## src/gmac_pkg.sv

```systemverilog
package gmac_pkg;

    // Basic widths
    localparam int ARP_ADDR_W = 4;
    localparam int ARP_DEPTH  = 16;

    typedef logic [31:0]           word_t;
    typedef logic [3:0]            reg_addr_t;
    typedef logic [ARP_ADDR_W-1:0] arp_addr_t;
    typedef logic [63:0]           stream_data_t;
    typedef logic [31:0]           ip_addr_t;
    typedef logic [15:0]           udp_port_t;

    // Register map
    localparam reg_addr_t ADDR_CORE_TYPE         = 4'h0;
    localparam reg_addr_t ADDR_MAC_H             = 4'h1;
    localparam reg_addr_t ADDR_MAC_L             = 4'h2;
    localparam reg_addr_t ADDR_LOCAL_IP          = 4'h3;
    localparam reg_addr_t ADDR_UDP_PORT          = 4'h4;
    localparam reg_addr_t ADDR_CORE_CTRL         = 4'h5;
    localparam reg_addr_t ADDR_ARP_WR_ADDR       = 4'h6;
    localparam reg_addr_t ADDR_ARP_WR_DATA       = 4'h7;
    localparam reg_addr_t ADDR_ARP_WR_EN         = 4'h8;
    localparam reg_addr_t ADDR_ARP_RD_ADDR       = 4'h9;
    localparam reg_addr_t ADDR_ARP_RD_DATA       = 4'hA;
    localparam reg_addr_t ADDR_TX_PKT_COUNT      = 4'hB;
    localparam reg_addr_t ADDR_TX_VALID_COUNT    = 4'hC;
    localparam reg_addr_t ADDR_TX_OVERFLOW_COUNT = 4'hD;
    localparam reg_addr_t ADDR_TX_PKT_RATE       = 4'hE;
    localparam reg_addr_t ADDR_TX_VALID_RATE     = 4'hF;

    // Identification and fabric defaults
    localparam word_t       CORE_TYPE   = 32'h0010_0064;
    localparam logic [47:0] FABRIC_MAC  = 48'h02_00_0a_0b_0c_0d;
    localparam ip_addr_t    FABRIC_IP   = 32'hc0a8_05c8;
    localparam udp_port_t   FABRIC_PORT = 16'h2710;

    // Rate measurement window in aximm_clk cycles
    localparam int RATE_WINDOW = 256;
    localparam int RATE_CNT_W  = $clog2(RATE_WINDOW);

    typedef struct packed {
        logic      valid;
        reg_addr_t addr;
        word_t     data;
    } reg_wr_t;

    typedef struct packed {
        logic      wr_en;
        arp_addr_t wr_addr;
        word_t     wr_data;
        arp_addr_t rd_addr;
    } arp_cmd_t;

    typedef struct packed {
        stream_data_t data;
        ip_addr_t     dest_ip;
        udp_port_t    dest_port;
        logic         eof;
    } tx_beat_t;

    typedef struct packed {
        logic word_done;
        logic frame_done;
        logic frame_dropped;
    } tx_event_t;

    typedef struct packed {
        word_t pkt_count;
        word_t valid_count;
        word_t overflow_count;
        word_t pkt_rate;
        word_t valid_rate;
    } tx_stats_t;

    typedef enum logic [1:0] {
        IDLE,
        PASS,
        DROP
    } fsm_state_t;

endpackage

```

## src/gmac_arp_cache.sv

```systemverilog
`timescale 1ns/1ps

module gmac_arp_cache (
    input  logic               aximm_clk,
    input  gmac_pkg::arp_cmd_t arp_cmd,
    output gmac_pkg::word_t    arp_rd_data
);

    gmac_pkg::word_t mem [gmac_pkg::ARP_DEPTH];
    gmac_pkg::word_t rd_q;

    // Single write port driven by the register bank strobe
    always_ff @(posedge aximm_clk) begin
        if (arp_cmd.wr_en) begin
            mem[arp_cmd.wr_addr] <= arp_cmd.wr_data;
        end
    end

    // Read address sampled every cycle, one cycle of latency
    always_ff @(posedge aximm_clk) begin
        rd_q <= mem[arp_cmd.rd_addr];
    end

    assign arp_rd_data = rd_q;

endmodule

```

## src/gmac_core_top.sv

```systemverilog
`timescale 1ns/1ps

module gmac_core_top (
    input  logic                aximm_clk,
    input  logic                gmac_reg_count_reset_we,
    input  gmac_pkg::reg_wr_t   reg_wr,
    input  gmac_pkg::reg_addr_t reg_rd_addr,
    output gmac_pkg::word_t     reg_rd_data,
    input  gmac_pkg::tx_beat_t  tx_in,
    input  logic                tx_valid,
    output logic                tx_ready,
    output gmac_pkg::tx_beat_t  tx_out,
    output logic                out_valid,
    input  logic                out_ready
);

    gmac_pkg::tx_stats_t stats;
    gmac_pkg::word_t     arp_rd_data;
    gmac_pkg::arp_cmd_t  arp_cmd;
    gmac_pkg::tx_event_t tx_events;
    logic                core_enable;
    logic                window_tick;

    // Configuration and readback
    gmac_reg_bank u_reg_bank (
        .aximm_clk               (aximm_clk),
        .gmac_reg_count_reset_we (gmac_reg_count_reset_we),
        .reg_wr                  (reg_wr),
        .reg_rd_addr             (reg_rd_addr),
        .reg_rd_data             (reg_rd_data),
        .stats                   (stats),
        .arp_rd_data             (arp_rd_data),
        .arp_cmd                 (arp_cmd),
        .core_enable             (core_enable)
    );

    gmac_arp_cache u_arp_cache (
        .aximm_clk   (aximm_clk),
        .arp_cmd     (arp_cmd),
        .arp_rd_data (arp_rd_data)
    );

    // User stream gate towards the packer
    gmac_tx_frame_fsm u_tx_gate (
        .aximm_clk               (aximm_clk),
        .gmac_reg_count_reset_we (gmac_reg_count_reset_we),
        .core_enable             (core_enable),
        .tx_in                   (tx_in),
        .tx_valid                (tx_valid),
        .tx_ready                (tx_ready),
        .tx_out                  (tx_out),
        .out_valid               (out_valid),
        .out_ready               (out_ready),
        .tx_events               (tx_events)
    );

    gmac_rate_timer u_rate_timer (
        .aximm_clk               (aximm_clk),
        .gmac_reg_count_reset_we (gmac_reg_count_reset_we),
        .window_tick             (window_tick)
    );

    gmac_tx_stats u_tx_stats (
        .aximm_clk               (aximm_clk),
        .gmac_reg_count_reset_we (gmac_reg_count_reset_we),
        .tx_events               (tx_events),
        .window_tick             (window_tick),
        .stats                   (stats)
    );

endmodule

```

## src/gmac_rate_timer.sv

```systemverilog
`timescale 1ns/1ps

module gmac_rate_timer (
    input  logic aximm_clk,
    input  logic gmac_reg_count_reset_we,
    output logic window_tick
);

    logic [gmac_pkg::RATE_CNT_W-1:0] cnt;
    logic                            last;

    assign last = (cnt == gmac_pkg::RATE_CNT_W'(gmac_pkg::RATE_WINDOW - 1));

    // Free running, wraps at the end of each window
    always_ff @(posedge aximm_clk) begin
        if (gmac_reg_count_reset_we) begin
            cnt <= '0;
        end else if (last) begin
            cnt <= '0;
        end else begin
            cnt <= cnt + 1'b1;
        end
    end

    assign window_tick = last;

endmodule

```

## src/gmac_reg_bank.sv

```systemverilog
`timescale 1ns/1ps

module gmac_reg_bank (
    input  logic                aximm_clk,
    input  logic                gmac_reg_count_reset_we,
    input  gmac_pkg::reg_wr_t   reg_wr,
    input  gmac_pkg::reg_addr_t reg_rd_addr,
    output gmac_pkg::word_t     reg_rd_data,
    input  gmac_pkg::tx_stats_t stats,
    input  gmac_pkg::word_t     arp_rd_data,
    output gmac_pkg::arp_cmd_t  arp_cmd,
    output logic                core_enable
);

    gmac_pkg::word_t     mac_h;
    gmac_pkg::word_t     mac_l;
    gmac_pkg::ip_addr_t  local_ip;
    gmac_pkg::udp_port_t udp_port;
    gmac_pkg::word_t     core_ctrl;
    gmac_pkg::arp_addr_t arp_wr_addr;
    gmac_pkg::word_t     arp_wr_data;
    gmac_pkg::arp_addr_t arp_rd_addr;
    logic                arp_wr_pulse;

    // Write decode, one register per cycle
    always_ff @(posedge aximm_clk) begin
        if (gmac_reg_count_reset_we) begin
            mac_h        <= gmac_pkg::word_t'(gmac_pkg::FABRIC_MAC[47:32]);
            mac_l        <= gmac_pkg::FABRIC_MAC[31:0];
            local_ip     <= gmac_pkg::FABRIC_IP;
            udp_port     <= gmac_pkg::FABRIC_PORT;
            core_ctrl    <= '0;
            arp_wr_addr  <= '0;
            arp_wr_data  <= '0;
            arp_rd_addr  <= '0;
            arp_wr_pulse <= 1'b0;
        end else begin
            arp_wr_pulse <= 1'b0;
            if (reg_wr.valid) begin
                unique case (reg_wr.addr)
                    gmac_pkg::ADDR_MAC_H:       mac_h       <= reg_wr.data;
                    gmac_pkg::ADDR_MAC_L:       mac_l       <= reg_wr.data;
                    gmac_pkg::ADDR_LOCAL_IP:    local_ip    <= reg_wr.data;
                    gmac_pkg::ADDR_UDP_PORT:    udp_port    <= reg_wr.data[15:0];
                    gmac_pkg::ADDR_CORE_CTRL:   core_ctrl   <= reg_wr.data;
                    gmac_pkg::ADDR_ARP_WR_ADDR:
                        arp_wr_addr <= reg_wr.data[gmac_pkg::ARP_ADDR_W-1:0];
                    gmac_pkg::ADDR_ARP_WR_DATA: arp_wr_data <= reg_wr.data;
                    // Strobe only, the cache takes the held address and data
                    gmac_pkg::ADDR_ARP_WR_EN:   arp_wr_pulse <= reg_wr.data[0];
                    gmac_pkg::ADDR_ARP_RD_ADDR:
                        arp_rd_addr <= reg_wr.data[gmac_pkg::ARP_ADDR_W-1:0];
                    default: ;
                endcase
            end
        end
    end

    assign arp_cmd.wr_en   = arp_wr_pulse;
    assign arp_cmd.wr_addr = arp_wr_addr;
    assign arp_cmd.wr_data = arp_wr_data;
    assign arp_cmd.rd_addr = arp_rd_addr;

    assign core_enable = core_ctrl[0];

    // Read mux
    always_comb begin
        unique case (reg_rd_addr)
            gmac_pkg::ADDR_CORE_TYPE:         reg_rd_data = gmac_pkg::CORE_TYPE;
            gmac_pkg::ADDR_MAC_H:             reg_rd_data = mac_h;
            gmac_pkg::ADDR_MAC_L:             reg_rd_data = mac_l;
            gmac_pkg::ADDR_LOCAL_IP:          reg_rd_data = local_ip;
            gmac_pkg::ADDR_UDP_PORT:          reg_rd_data = gmac_pkg::word_t'(udp_port);
            gmac_pkg::ADDR_CORE_CTRL:         reg_rd_data = core_ctrl;
            gmac_pkg::ADDR_ARP_WR_ADDR:       reg_rd_data = gmac_pkg::word_t'(arp_wr_addr);
            gmac_pkg::ADDR_ARP_WR_DATA:       reg_rd_data = arp_wr_data;
            gmac_pkg::ADDR_ARP_WR_EN:         reg_rd_data = gmac_pkg::word_t'(arp_wr_pulse);
            gmac_pkg::ADDR_ARP_RD_ADDR:       reg_rd_data = gmac_pkg::word_t'(arp_rd_addr);
            gmac_pkg::ADDR_ARP_RD_DATA:       reg_rd_data = arp_rd_data;
            gmac_pkg::ADDR_TX_PKT_COUNT:      reg_rd_data = stats.pkt_count;
            gmac_pkg::ADDR_TX_VALID_COUNT:    reg_rd_data = stats.valid_count;
            gmac_pkg::ADDR_TX_OVERFLOW_COUNT: reg_rd_data = stats.overflow_count;
            gmac_pkg::ADDR_TX_PKT_RATE:       reg_rd_data = stats.pkt_rate;
            gmac_pkg::ADDR_TX_VALID_RATE:     reg_rd_data = stats.valid_rate;
            default:                          reg_rd_data = '0;
        endcase
    end

endmodule

```

## src/gmac_tx_frame_fsm.sv

```systemverilog
`timescale 1ns/1ps

module gmac_tx_frame_fsm (
    input  logic                aximm_clk,
    input  logic                gmac_reg_count_reset_we,
    input  logic                core_enable,
    input  gmac_pkg::tx_beat_t  tx_in,
    input  logic                tx_valid,
    output logic                tx_ready,
    output gmac_pkg::tx_beat_t  tx_out,
    output logic                out_valid,
    input  logic                out_ready,
    output gmac_pkg::tx_event_t tx_events
);

    gmac_pkg::fsm_state_t state;
    gmac_pkg::fsm_state_t state_next;
    logic                 pass_mode;
    logic                 drop_mode;
    logic                 xfer;

    // In IDLE the enable bit decides the fate of the beat on offer
    always_comb begin
        pass_mode = (state == gmac_pkg::PASS) ||
                    ((state == gmac_pkg::IDLE) && core_enable);
        drop_mode = (state == gmac_pkg::DROP) ||
                    ((state == gmac_pkg::IDLE) && !core_enable);

        unique case (state)
            gmac_pkg::PASS: tx_ready = out_ready;
            gmac_pkg::DROP: tx_ready = 1'b1;
            default:        tx_ready = tx_valid && (core_enable ? out_ready : 1'b1);
        endcase

        xfer      = tx_valid && tx_ready;
        out_valid = pass_mode && tx_valid;
    end

    // Zero-latency forward path
    assign tx_out = tx_in;

    always_comb begin
        state_next = state;
        unique case (state)
            gmac_pkg::IDLE: begin
                // Lock the decision as soon as a beat is offered
                if (tx_valid && !(xfer && tx_in.eof)) begin
                    state_next = core_enable ? gmac_pkg::PASS : gmac_pkg::DROP;
                end
            end
            gmac_pkg::PASS,
            gmac_pkg::DROP: begin
                if (xfer && tx_in.eof) begin
                    state_next = gmac_pkg::IDLE;
                end
            end
            default: state_next = gmac_pkg::IDLE;
        endcase
    end

    always_ff @(posedge aximm_clk) begin
        if (gmac_reg_count_reset_we) begin
            state <= gmac_pkg::IDLE;
        end else begin
            state <= state_next;
        end
    end

    // Event pulses for the statistics block
    always_comb begin
        tx_events.word_done     = pass_mode && xfer;
        tx_events.frame_done    = pass_mode && xfer && tx_in.eof;
        tx_events.frame_dropped = drop_mode && xfer && tx_in.eof;
    end

endmodule

```

## src/gmac_tx_stats.sv

```systemverilog
`timescale 1ns/1ps

module gmac_tx_stats (
    input  logic                aximm_clk,
    input  logic                gmac_reg_count_reset_we,
    input  gmac_pkg::tx_event_t tx_events,
    input  logic                window_tick,
    output gmac_pkg::tx_stats_t stats
);

    gmac_pkg::word_t pkt_count;
    gmac_pkg::word_t valid_count;
    gmac_pkg::word_t overflow_count;
    gmac_pkg::word_t pkt_rate;
    gmac_pkg::word_t valid_rate;
    gmac_pkg::word_t win_frames;
    gmac_pkg::word_t win_words;

    // Totals wrap silently
    always_ff @(posedge aximm_clk) begin
        if (gmac_reg_count_reset_we) begin
            pkt_count      <= '0;
            valid_count    <= '0;
            overflow_count <= '0;
        end else begin
            pkt_count      <= pkt_count + gmac_pkg::word_t'(tx_events.frame_done);
            valid_count    <= valid_count + gmac_pkg::word_t'(tx_events.word_done);
            overflow_count <= overflow_count + gmac_pkg::word_t'(tx_events.frame_dropped);
        end
    end

    // Window accumulators, the tick cycle still counts toward the closing window
    always_ff @(posedge aximm_clk) begin
        if (gmac_reg_count_reset_we) begin
            win_frames <= '0;
            win_words  <= '0;
            pkt_rate   <= '0;
            valid_rate <= '0;
        end else if (window_tick) begin
            pkt_rate   <= win_frames + gmac_pkg::word_t'(tx_events.frame_done);
            valid_rate <= win_words + gmac_pkg::word_t'(tx_events.word_done);
            win_frames <= '0;
            win_words  <= '0;
        end else begin
            win_frames <= win_frames + gmac_pkg::word_t'(tx_events.frame_done);
            win_words  <= win_words + gmac_pkg::word_t'(tx_events.word_done);
        end
    end

    assign stats.pkt_count      = pkt_count;
    assign stats.valid_count    = valid_count;
    assign stats.overflow_count = overflow_count;
    assign stats.pkt_rate       = pkt_rate;
    assign stats.valid_rate     = valid_rate;

endmodule

```

## config.mk

```make
export PLATFORM = sky130hd
export DESIGN_NAME = gmac_core_top
export DESIGN_NICKNAME = d
export VERILOG_FILES = /design/src/gmac_pkg.sv /design/src/gmac_arp_cache.sv /design/src/gmac_core_top.sv /design/src/gmac_rate_timer.sv /design/src/gmac_reg_bank.sv /design/src/gmac_tx_frame_fsm.sv /design/src/gmac_tx_stats.sv
export SDC_FILE = /design/constraint.sdc
export NUM_CORES = 1
export LEC_CHECK = 0
export ABC_AREA = 1
export BUFFER_PORTS_ARGS = -buffer_cell sky130_fd_sc_hd__buf_2
export CELL_PAD_IN_SITES_DETAIL_PLACEMENT = 1
export CELL_PAD_IN_SITES_GLOBAL_PLACEMENT = 2
export CORE_MARGIN = 10
export CORE_UTILIZATION = 38
export DETAILED_ROUTE_END_ITERATION = 16
export GPL_ROUTABILITY_DRIVEN = 1
export PLACE_DENSITY = 0.81
export SKIP_CTS_REPAIR_TIMING = 1
export SKIP_LAST_GASP = 1
export SYNTH_ARGS = -nofsm -noshare
export SYNTH_HDL_FRONTEND = slang
export SYNTH_SLANG_ARGS = --single-unit
```

## constraint.sdc

```tcl
create_clock -name aximm_clk -period 2.7 [get_ports aximm_clk]
set_input_delay 0.405 -clock aximm_clk [delete_from_list [all_inputs] [get_ports aximm_clk]]
set_output_delay 0.405 -clock aximm_clk [all_outputs]
set_load 0.05 [all_outputs]
```

Yosys cells after proc, flatten, opt, wreduce, memory -nomap -nowiden
Memories as Yosys holds them, arrays and structs flattened. A register that Yosys moved wholly into a read port is not among the register bits.
Cells that the tools add are included.
W data, S select, Z words.
{"block": "word_totals", "ff_bits": 419, "ram_bits": 512, "in_bits": 158, "output_inout_bits": 147, "wordCells": 94, "memories": 1}
{"block": "op_classes", "n_addsub": 6, "n_eq_ne": 29, "mux": 9, "bitwise": 2, "reduce_logical": 29}
{"name": "u_arp_cache.mem", "words": 16, "word_bits": 32, "rd": 1, "rd_ports_with_merged_regs": 1, "write_ports": 1, "line_no": "gmac_arp_cache.sv:9", "rtl": "gmac_pkg::word_t mem [gmac_pkg::ARP_DEPTH];"}
{"op": "$pmux W32 S16", "n": 1}
{"op": "$add A32 B1 Y32", "n": 5}
{"op": "$eq A4 B4 Y1 const B", "n": 10}
{"op": "$eq A4 B3 Y1 const B", "n": 8}
{"op": "$reduce_and A2 Y1", "n": 9}
{"op": "$eq A4 B2 Y1 const B", "n": 4}
{"op": "$logic_and A1 B1 Y1", "n": 11}
{"op": "$add A8 B1 Y8 const B", "n": 1}
{"op": "$eq A4 B1 Y1 const B", "n": 2}
{"op": "$eq A8 B8 Y1 const B", "n": 1}
{"op": "$mux W2", "n": 3}
{"op": "$logic_not A4 Y1", "n": 1}
{"op": "$pmux W2 S2", "n": 1}
{"op": "$reduce_or A2 Y1", "n": 2}
{"op": "$mux W1", "n": 3}
{"op": "$reduce_or A3 Y1", "n": 1}
{"op": "$eq A2 B1 Y1 const B", "n": 1}
{"op": "$eq A2 B2 Y1 const B", "n": 1}
{"op": "$logic_not A1 Y1", "n": 2}
{"op": "$logic_not A2 Y1", "n": 1}
{"op": "$logic_or A1 B1 Y1", "n": 2}
{"op": "$ne A2 B1 Y1 const B", "n": 1}
{"op": "$ne A2 B2 Y1 const B", "n": 1}
{"op": "$not A1 Y1", "n": 2}
{"op": "$pmux W1 S2", "n": 1}

Longest topological paths before layout
{"block": "logic_depth", "depth_word": 9, "depth_mapped": 19, "mapped_depth_nobuf": 19}

By module
Synthesis repeated with hierarchy kept, for this count alone.
{"block": "hier_totals", "cells_unflattened": 5493, "hier_area_um2": 44520.2}
{"module": "gmac_arp_cache", "n_inst": 1, "cells_each": 2120, "area_per_inst_um2": 22738.1, "seq_area_each_um2": 16015.4}
{"module": "gmac_tx_stats", "n_inst": 1, "cells_each": 1571, "area_per_inst_um2": 10710.3, "seq_area_each_um2": 4484.3}
{"module": "gmac_reg_bank", "n_inst": 1, "cells_each": 1591, "area_per_inst_um2": 9595.5, "seq_area_each_um2": 3703.6}
{"module": "gmac_tx_frame_fsm", "n_inst": 1, "cells_each": 156, "area_per_inst_um2": 1094.8, "seq_area_each_um2": 40.0}
{"module": "gmac_rate_timer", "n_inst": 1, "cells_each": 55, "area_per_inst_um2": 381.6, "seq_area_each_um2": 160.2}

Least setup slack after synthesis
OpenSTA, ideal clock, no wires.
{"block": "synth_timing", "path_type": "flip-flop to flip-flop", "startpoint": "register u_tx_gate.state[0]", "endpoint": "register u_tx_stats.win_frames[16]", "setup_ns": 0.059, "arrival_time_ns": 2.807, "t_required_ns": 2.641, "path_slack_ns": -0.166, "stages_incl_launch_ff": 16, "path_buffers": 0, "synth_period_minus_slack_ns": 2.866, "cell_sequence": "dfxtp_1 inv_1 ha_1 nor2_1 nand2_1 nand2_1 nand2_1 nor2_1 ha_1 ha_1 nand3_2 nor2_4 nand3_1 nor2_1 xor2_1 and2_1"}
{"block": "synth_between", "elab_chain_len": 6, "elab_cells_between_ends": 10, "cone_classes": "add/sub: 1; eq/ne: 2; mux: 1; reduce/logical: 6"}
{"item": "from (decl)", "line_no": "gmac_tx_frame_fsm.sv:16", "rtl": "gmac_pkg::fsm_state_t state;"}
{"item": "from (signal assigned)", "line_no": "gmac_tx_frame_fsm.sv:63", "rtl": "state <= gmac_pkg::IDLE;"}
{"item": "from (signal assigned)", "line_no": "gmac_tx_frame_fsm.sv:65", "rtl": "state <= state_next;"}
{"item": "$eq A2 B2 Y1 / $eq A2 B1 Y1 (equally long branches)", "line_no": "gmac_tx_frame_fsm.sv:29", "rtl": "unique case (state)"}
{"item": "$pmux W1 S2 (*)", "line_no": "gmac_tx_frame_fsm.sv:29"}
{"item": "named net tx_ready", "line_no": "gmac_core_top.sv:11", "rtl": "output logic tx_ready,"}
{"item": "$logic_and A1 B1 Y1 (*)", "line_no": "gmac_tx_frame_fsm.sv:35", "rtl": "xfer = tx_valid && tx_ready;"}
{"item": "$logic_and A1 B1 Y1 (*) (2 in series)", "line_no": "gmac_tx_frame_fsm.sv:72", "rtl": "tx_events.frame_done = pass_mode && xfer && tx_in.eof;"}
{"item": "$add A32 B1 Y32 (*)", "line_no": "gmac_tx_stats.sv:45", "rtl": "win_frames <= win_frames + gmac_pkg::word_t'(tx_events.frame_done);"}
{"item": "to (signal assigned)", "line_no": "gmac_tx_stats.sv:45"}
{"item": "to (decl)", "line_no": "gmac_tx_stats.sv:16", "rtl": "gmac_pkg::word_t win_frames;"}
The timed path passes the listed nets; every way through them passes the cells marked *.
A chain may end at the register's enable or synchronous reset.

Final worst setup path
{"block": "layout_timing", "startpoint": "register u_tx_stats.valid_rate[12]", "endpoint": "output port reg_rd_data[12]"}
{"block": "layout_between", "elab_chain_len": 1}
{"item": "from (decl)", "line_no": "gmac_tx_stats.sv:15", "rtl": "gmac_pkg::word_t valid_rate;"}
{"item": "from (signal assigned)", "line_no": "gmac_tx_stats.sv:41", "rtl": "valid_rate <= win_words + gmac_pkg::word_t'(tx_events.word_done);"}
{"item": "$pmux W32 S16", "line_no": "gmac_reg_bank.sv:68", "rtl": "unique case (reg_rd_addr)"}
{"item": "to (decl)", "line_no": "gmac_core_top.sv:8", "rtl": "output gmac_pkg::word_t reg_rd_data,"}
No other way between the ends.

==> results.md <==
Run status:
- The run finished, with violations left.
- The checks that failed: negative hold slack.

Route:
- The first-iteration detailed-routing DRC count is 2848.
- Summing over every cut layer, the via total after detailed routing is 33787.
- Summed over all layers, the routed wires come to 152 mm.
- The first TritonRoute pass finished after 5 iterations.
- The average vias per placed instance is 5.49.
- In this run the remaining antenna-violating nets after routing total 0.
- The total DRC errors in the routed layout is 0.
- In the final routed layout, each cell accounts on average for 24.7 um.

Global routing:
- The wire length of the first global-routing pass is 224 mm.
- The initial antenna violation count is 22.
- Global routing consumed, over all layers together, 24.2% of the routing resources.
- The via count of the first global-routing pass is 34193.
- Summed over all layers, the global routing overflow is 0.
- The maximum number of pins on one net before global-route repair is 208.

Timing:
- The slew of the pin with the lowest slew margin is 1220 ps.
- In the final timing run, aggregate negative setup slack is 0 ps.
- On the final layout, the worst hold slack is -12.3 ps.
- The worst pin sits at a relative slew slack of 18.7%.
- Setup violations remaining at the end of the flow were counted as 0.
- The hold violation total from the final report is 5.
- The maximum frequency from static timing analysis is 0.376 GHz.
- The number of pins exceeding their max-slew limit in the final report is 0.
- The final critical delay including setup and external delays is 2660 ps.
- The ratio of final minimum period to clock period is 98.5%.
- The clock skew is 70.2 ps.
- Once routing completed, OpenROAD measured the worst setup slack at 41.7 ps.
- Setup repair after global routing could not meet its margin everywhere.

Placed design:
- After detailed placement, the design holds a cell count of 5954.
- The setup slack at placement is -129 ps.
- The HPWL after detailed placement is 103 mm.
- The placer congestion estimate is 0.962.
- In this run the tool buffered the top-level ports with 80 buffer cells.

Clocking:
- TritonCTS built the clock tree.
- Counting along the longest clock path gives a buffer depth of 3.
- After clock tree synthesis, the clock-pin slew on the worst setup and hold paths is 60 ps.
- The maximum level of the CTS H-tree is 3.
- Counting the buffers created by CTS gives 103.
- The clock sink count is 963.
- The root buffer selected by CTS is sky130_fd_sc_hd__clkbuf_16.
- The clock reaches the later pin of the worst-skew pair after 740 ps.

Logic synthesis:
- Dividing the synthesized area by the synthesized cell count gives 9.01 sq um.
- For this run, the leading register cell type out of synthesis is sky130_fd_sc_hd__edfxtp_1.
- The cell area that synthesis handed to floorplanning was 41100 sq um.
- The number of different library cells used by synthesis comes to 40.
- By area the synthesized netlist is led by sky130_fd_sc_hd__edfxtp_1, sky130_fd_sc_hd__dfxtp_1, sky130_fd_sc_hd__nand2_1, sky130_fd_sc_hd__nor2_1, sky130_fd_sc_hd__o21ai_0.
- The synthesized flop and latch total is 963.
- The library cell with the largest summed area after synthesis is sky130_fd_sc_hd__edfxtp_1.
- For this run, the number of Yosys warnings is 0.
- When the netlist entered floorplanning its net count stood at 4730.
- After technology mapping, the gate count stands at 4557.
- Summed over its instances, the top area cell type makes up 37.5% of the synthesized netlist area.
- The proportion of synthesized chip area in sequential cells is 59.4%.
- The synthesized design contains 512 enable-type register cells.
- The fraction of registers with async set/reset is 0%.

Worst hold path:
- The tightest min-delay check is of the input pin to flip-flop type.

Floorplanning:
- For this configuration, the core starts out at a cell density of 38.3%.
- The initialized floorplan defines 120 standard-cell rows.
- In this run the count of I/O pins placed on the die edge is 305.
- The die area is 122000 sq um.
- The die is 349 um wide.
- The die is 349 um tall.
- The total area inside the core boundary comes to 107000 sq um.

Flow run:
- The number of max-cap violations is 0.

Pwr:
- The largest vdd supply drop is 483 uV.
- Power spread over the standard cell area amounts to 668 nW/um^2.
- The leakage power total is 16.5 nW.

Critical path:
- The startpoint identified for the worst register-to-register timing path is u_tx_gate.state[1].
- The data required time at the worst endpoint is 2300 ps.
- The startpoint kind of the worst setup timing path is a flip-flop.
- The setup check on the worst reg-to-reg path leaves a slack of 50 ps.
- The worst register-to-register path ends at u_tx_stats.valid_rate[20].
- The start point of the critical path is u_tx_stats.valid_rate[12].
- The logic depth of the worst register-to-register path is 22.
- The critical path in this run is classified as flip-flop to primary output.
- The worst setup path is captured at a primary output.
- The arrival time at the worst endpoint is 2250 ps.
- The capturing instance or port of the critical path is reg_rd_data[12].
- Along the worst path, the maximum fanout reaches 2.

Final layout:
- The fraction of layout cells with a size suffix above 1 is 12.9%.
- After the last flow step, the layout net total stands at 4831.
- Leaving out filler cells and counting taps, the final layout contains 6149.
- The area growth from synthesis to layout is 16.7%.
- At the end of the flow the core is filled with cells to 44.7%.
## synthesized netlist by cell type (19+ instances only)
library cell / instances
sky130_fd_sc_hd__buf_4: 121
sky130_fd_sc_hd__a21oi_1: 170
sky130_fd_sc_hd__xor2_1: 31
sky130_fd_sc_hd__nor3_1: 68
sky130_fd_sc_hd__nand3_1: 175
sky130_fd_sc_hd__o22ai_1: 72
sky130_fd_sc_hd__dfxtp_1: 451
sky130_fd_sc_hd__inv_1: 242
sky130_fd_sc_hd__clkbuf_1: 140
sky130_fd_sc_hd__o21ai_0: 488
sky130_fd_sc_hd__o211ai_1: 52
sky130_fd_sc_hd__nand3b_1: 19
sky130_fd_sc_hd__buf_2: 62
sky130_fd_sc_hd__nand2_1: 871
sky130_fd_sc_hd__edfxtp_1: 512
sky130_fd_sc_hd__nand4_1: 25
sky130_fd_sc_hd__o221ai_1: 88
sky130_fd_sc_hd__nor2_1: 871
## layout by cell type, fill, tap and decap left out, types with 16 or more instances in the layout
master	count
sky130_fd_sc_hd__nand3_1	170
sky130_fd_sc_hd__nor2_4	22
sky130_fd_sc_hd__nand4_1	25
sky130_fd_sc_hd__nand3b_1	19
sky130_fd_sc_hd__o221ai_1	88
sky130_fd_sc_hd__nand2_1	861
sky130_fd_sc_hd__a21oi_1	169
sky130_fd_sc_hd__nor3_1	58
sky130_fd_sc_hd__o21ai_0	484
sky130_fd_sc_hd__nor2_2	28
sky130_fd_sc_hd__o211ai_1	52
sky130_fd_sc_hd__xor2_1	31
sky130_fd_sc_hd__inv_1	236
sky130_fd_sc_hd__dfxtp_1	442
sky130_fd_sc_hd__clkbuf_16	107
sky130_fd_sc_hd__nor2_1	830
sky130_fd_sc_hd__clkinv_2	16
sky130_fd_sc_hd__buf_4	212
sky130_fd_sc_hd__edfxtp_1	512
sky130_fd_sc_hd__buf_12	42
sky130_fd_sc_hd__o22ai_1	70
sky130_fd_sc_hd__clkbuf_1	21
sky130_fd_sc_hd__clkbuf_8	20
sky130_fd_sc_hd__buf_2	67
## flip-flops by register name (all words and copies together) (netlist names), 16 cells and up
register and cells:
u_arp_cache.arp_rd_data 32, u_arp_cache.mem 512, u_reg_bank.arp_wr_data 32, u_reg_bank.core_ctrl 32, u_reg_bank.local_ip 32, u_reg_bank.mac_h 32, u_reg_bank.mac_l 32, u_reg_bank.udp_port 16
u_tx_stats.overflow_count 32, u_tx_stats.pkt_count 32, u_tx_stats.pkt_rate 32, u_tx_stats.valid_count 32, u_tx_stats.valid_rate 32, u_tx_stats.win_frames 32, u_tx_stats.win_words 32
## worst min path at each step
stage / from / to / slack [ps] / cells past startpoint
finish: reg_wr[25] / u_reg_bank.mac_l[25] / -10 / 3
global route: reg_wr[25] / u_reg_bank.mac_l[25] / 30 / 3
CTS: reg_wr[25] / u_reg_bank.mac_l[25] / -30 / 3
detailed placement: u_rate_timer.cnt[0] / u_rate_timer.cnt[0] / 440 / 1
global placement: u_rate_timer.cnt[0] / u_rate_timer.cnt[0] / 430 / 1
floorplan: u_rate_timer.cnt[0] / u_rate_timer.cnt[0] / 420 / 1
## report_power, final
part	switching, mW	internal (mW)	leakage [nW]
Combinational	1.07	0.496	6.94
Sequential	0.114	15.4	7.81
Clock	6.25	8.64	1.75
Total	7.43	24.6	16.5
## critical path: stages (launching register included)
cell and delay (ps):
sky130_fd_sc_hd__dfxtp_1 390, sky130_fd_sc_hd__a22o_1 330, sky130_fd_sc_hd__nor2_1 370, sky130_fd_sc_hd__nand3_1 200
sky130_fd_sc_hd__buf_2 260
## through the flow
step / power [mW] / cell area, sq um / hold slack [ps]
after floorplan: 17.0 / 41100 / 418
after global placement: 17.3 / 44000 / 433
after detailed placement: 17.3 / 44000 / 443
after CTS: 32.1 / 47600 / -28.6
after global routing: 33.0 / 47900 / 26.0
final: 32.0 / 47900 / -12.3
## metal layers
metal,global-route usage [%],share of wire [%]
met4,8.30,3.2
met3,4.67,7.0
met2,38.3,45
met5,0,0.10
met1,33.0,45
## final cells by class
class,count,area (sq um)
well taps,1403,1760
multi-input cells,3012,14400
flip-flops and latches,963,24400
clock inverters,43,577
clock buffers,148,3030
diodes,2,5.00
repair buffers,324,2800
inverters,254,965
fillers,12306,59300
## logic make-up (layout without fill, tap and decap cells)
group	after synthesis	after routing	share of synthesized area, %
flip-flops	963	963	59.4
adder cells (fa/ha/maj)	15	15	0.457
other	0	2	0
buffers and inverters	582	769	6.64
AND/OR/NAND/NOR	2052	2052	20.0
XOR/XNOR	42	42	0.896
AO/OA/AOI/OAI	903	903	12.5
Power figures use the tool's default switching activity.
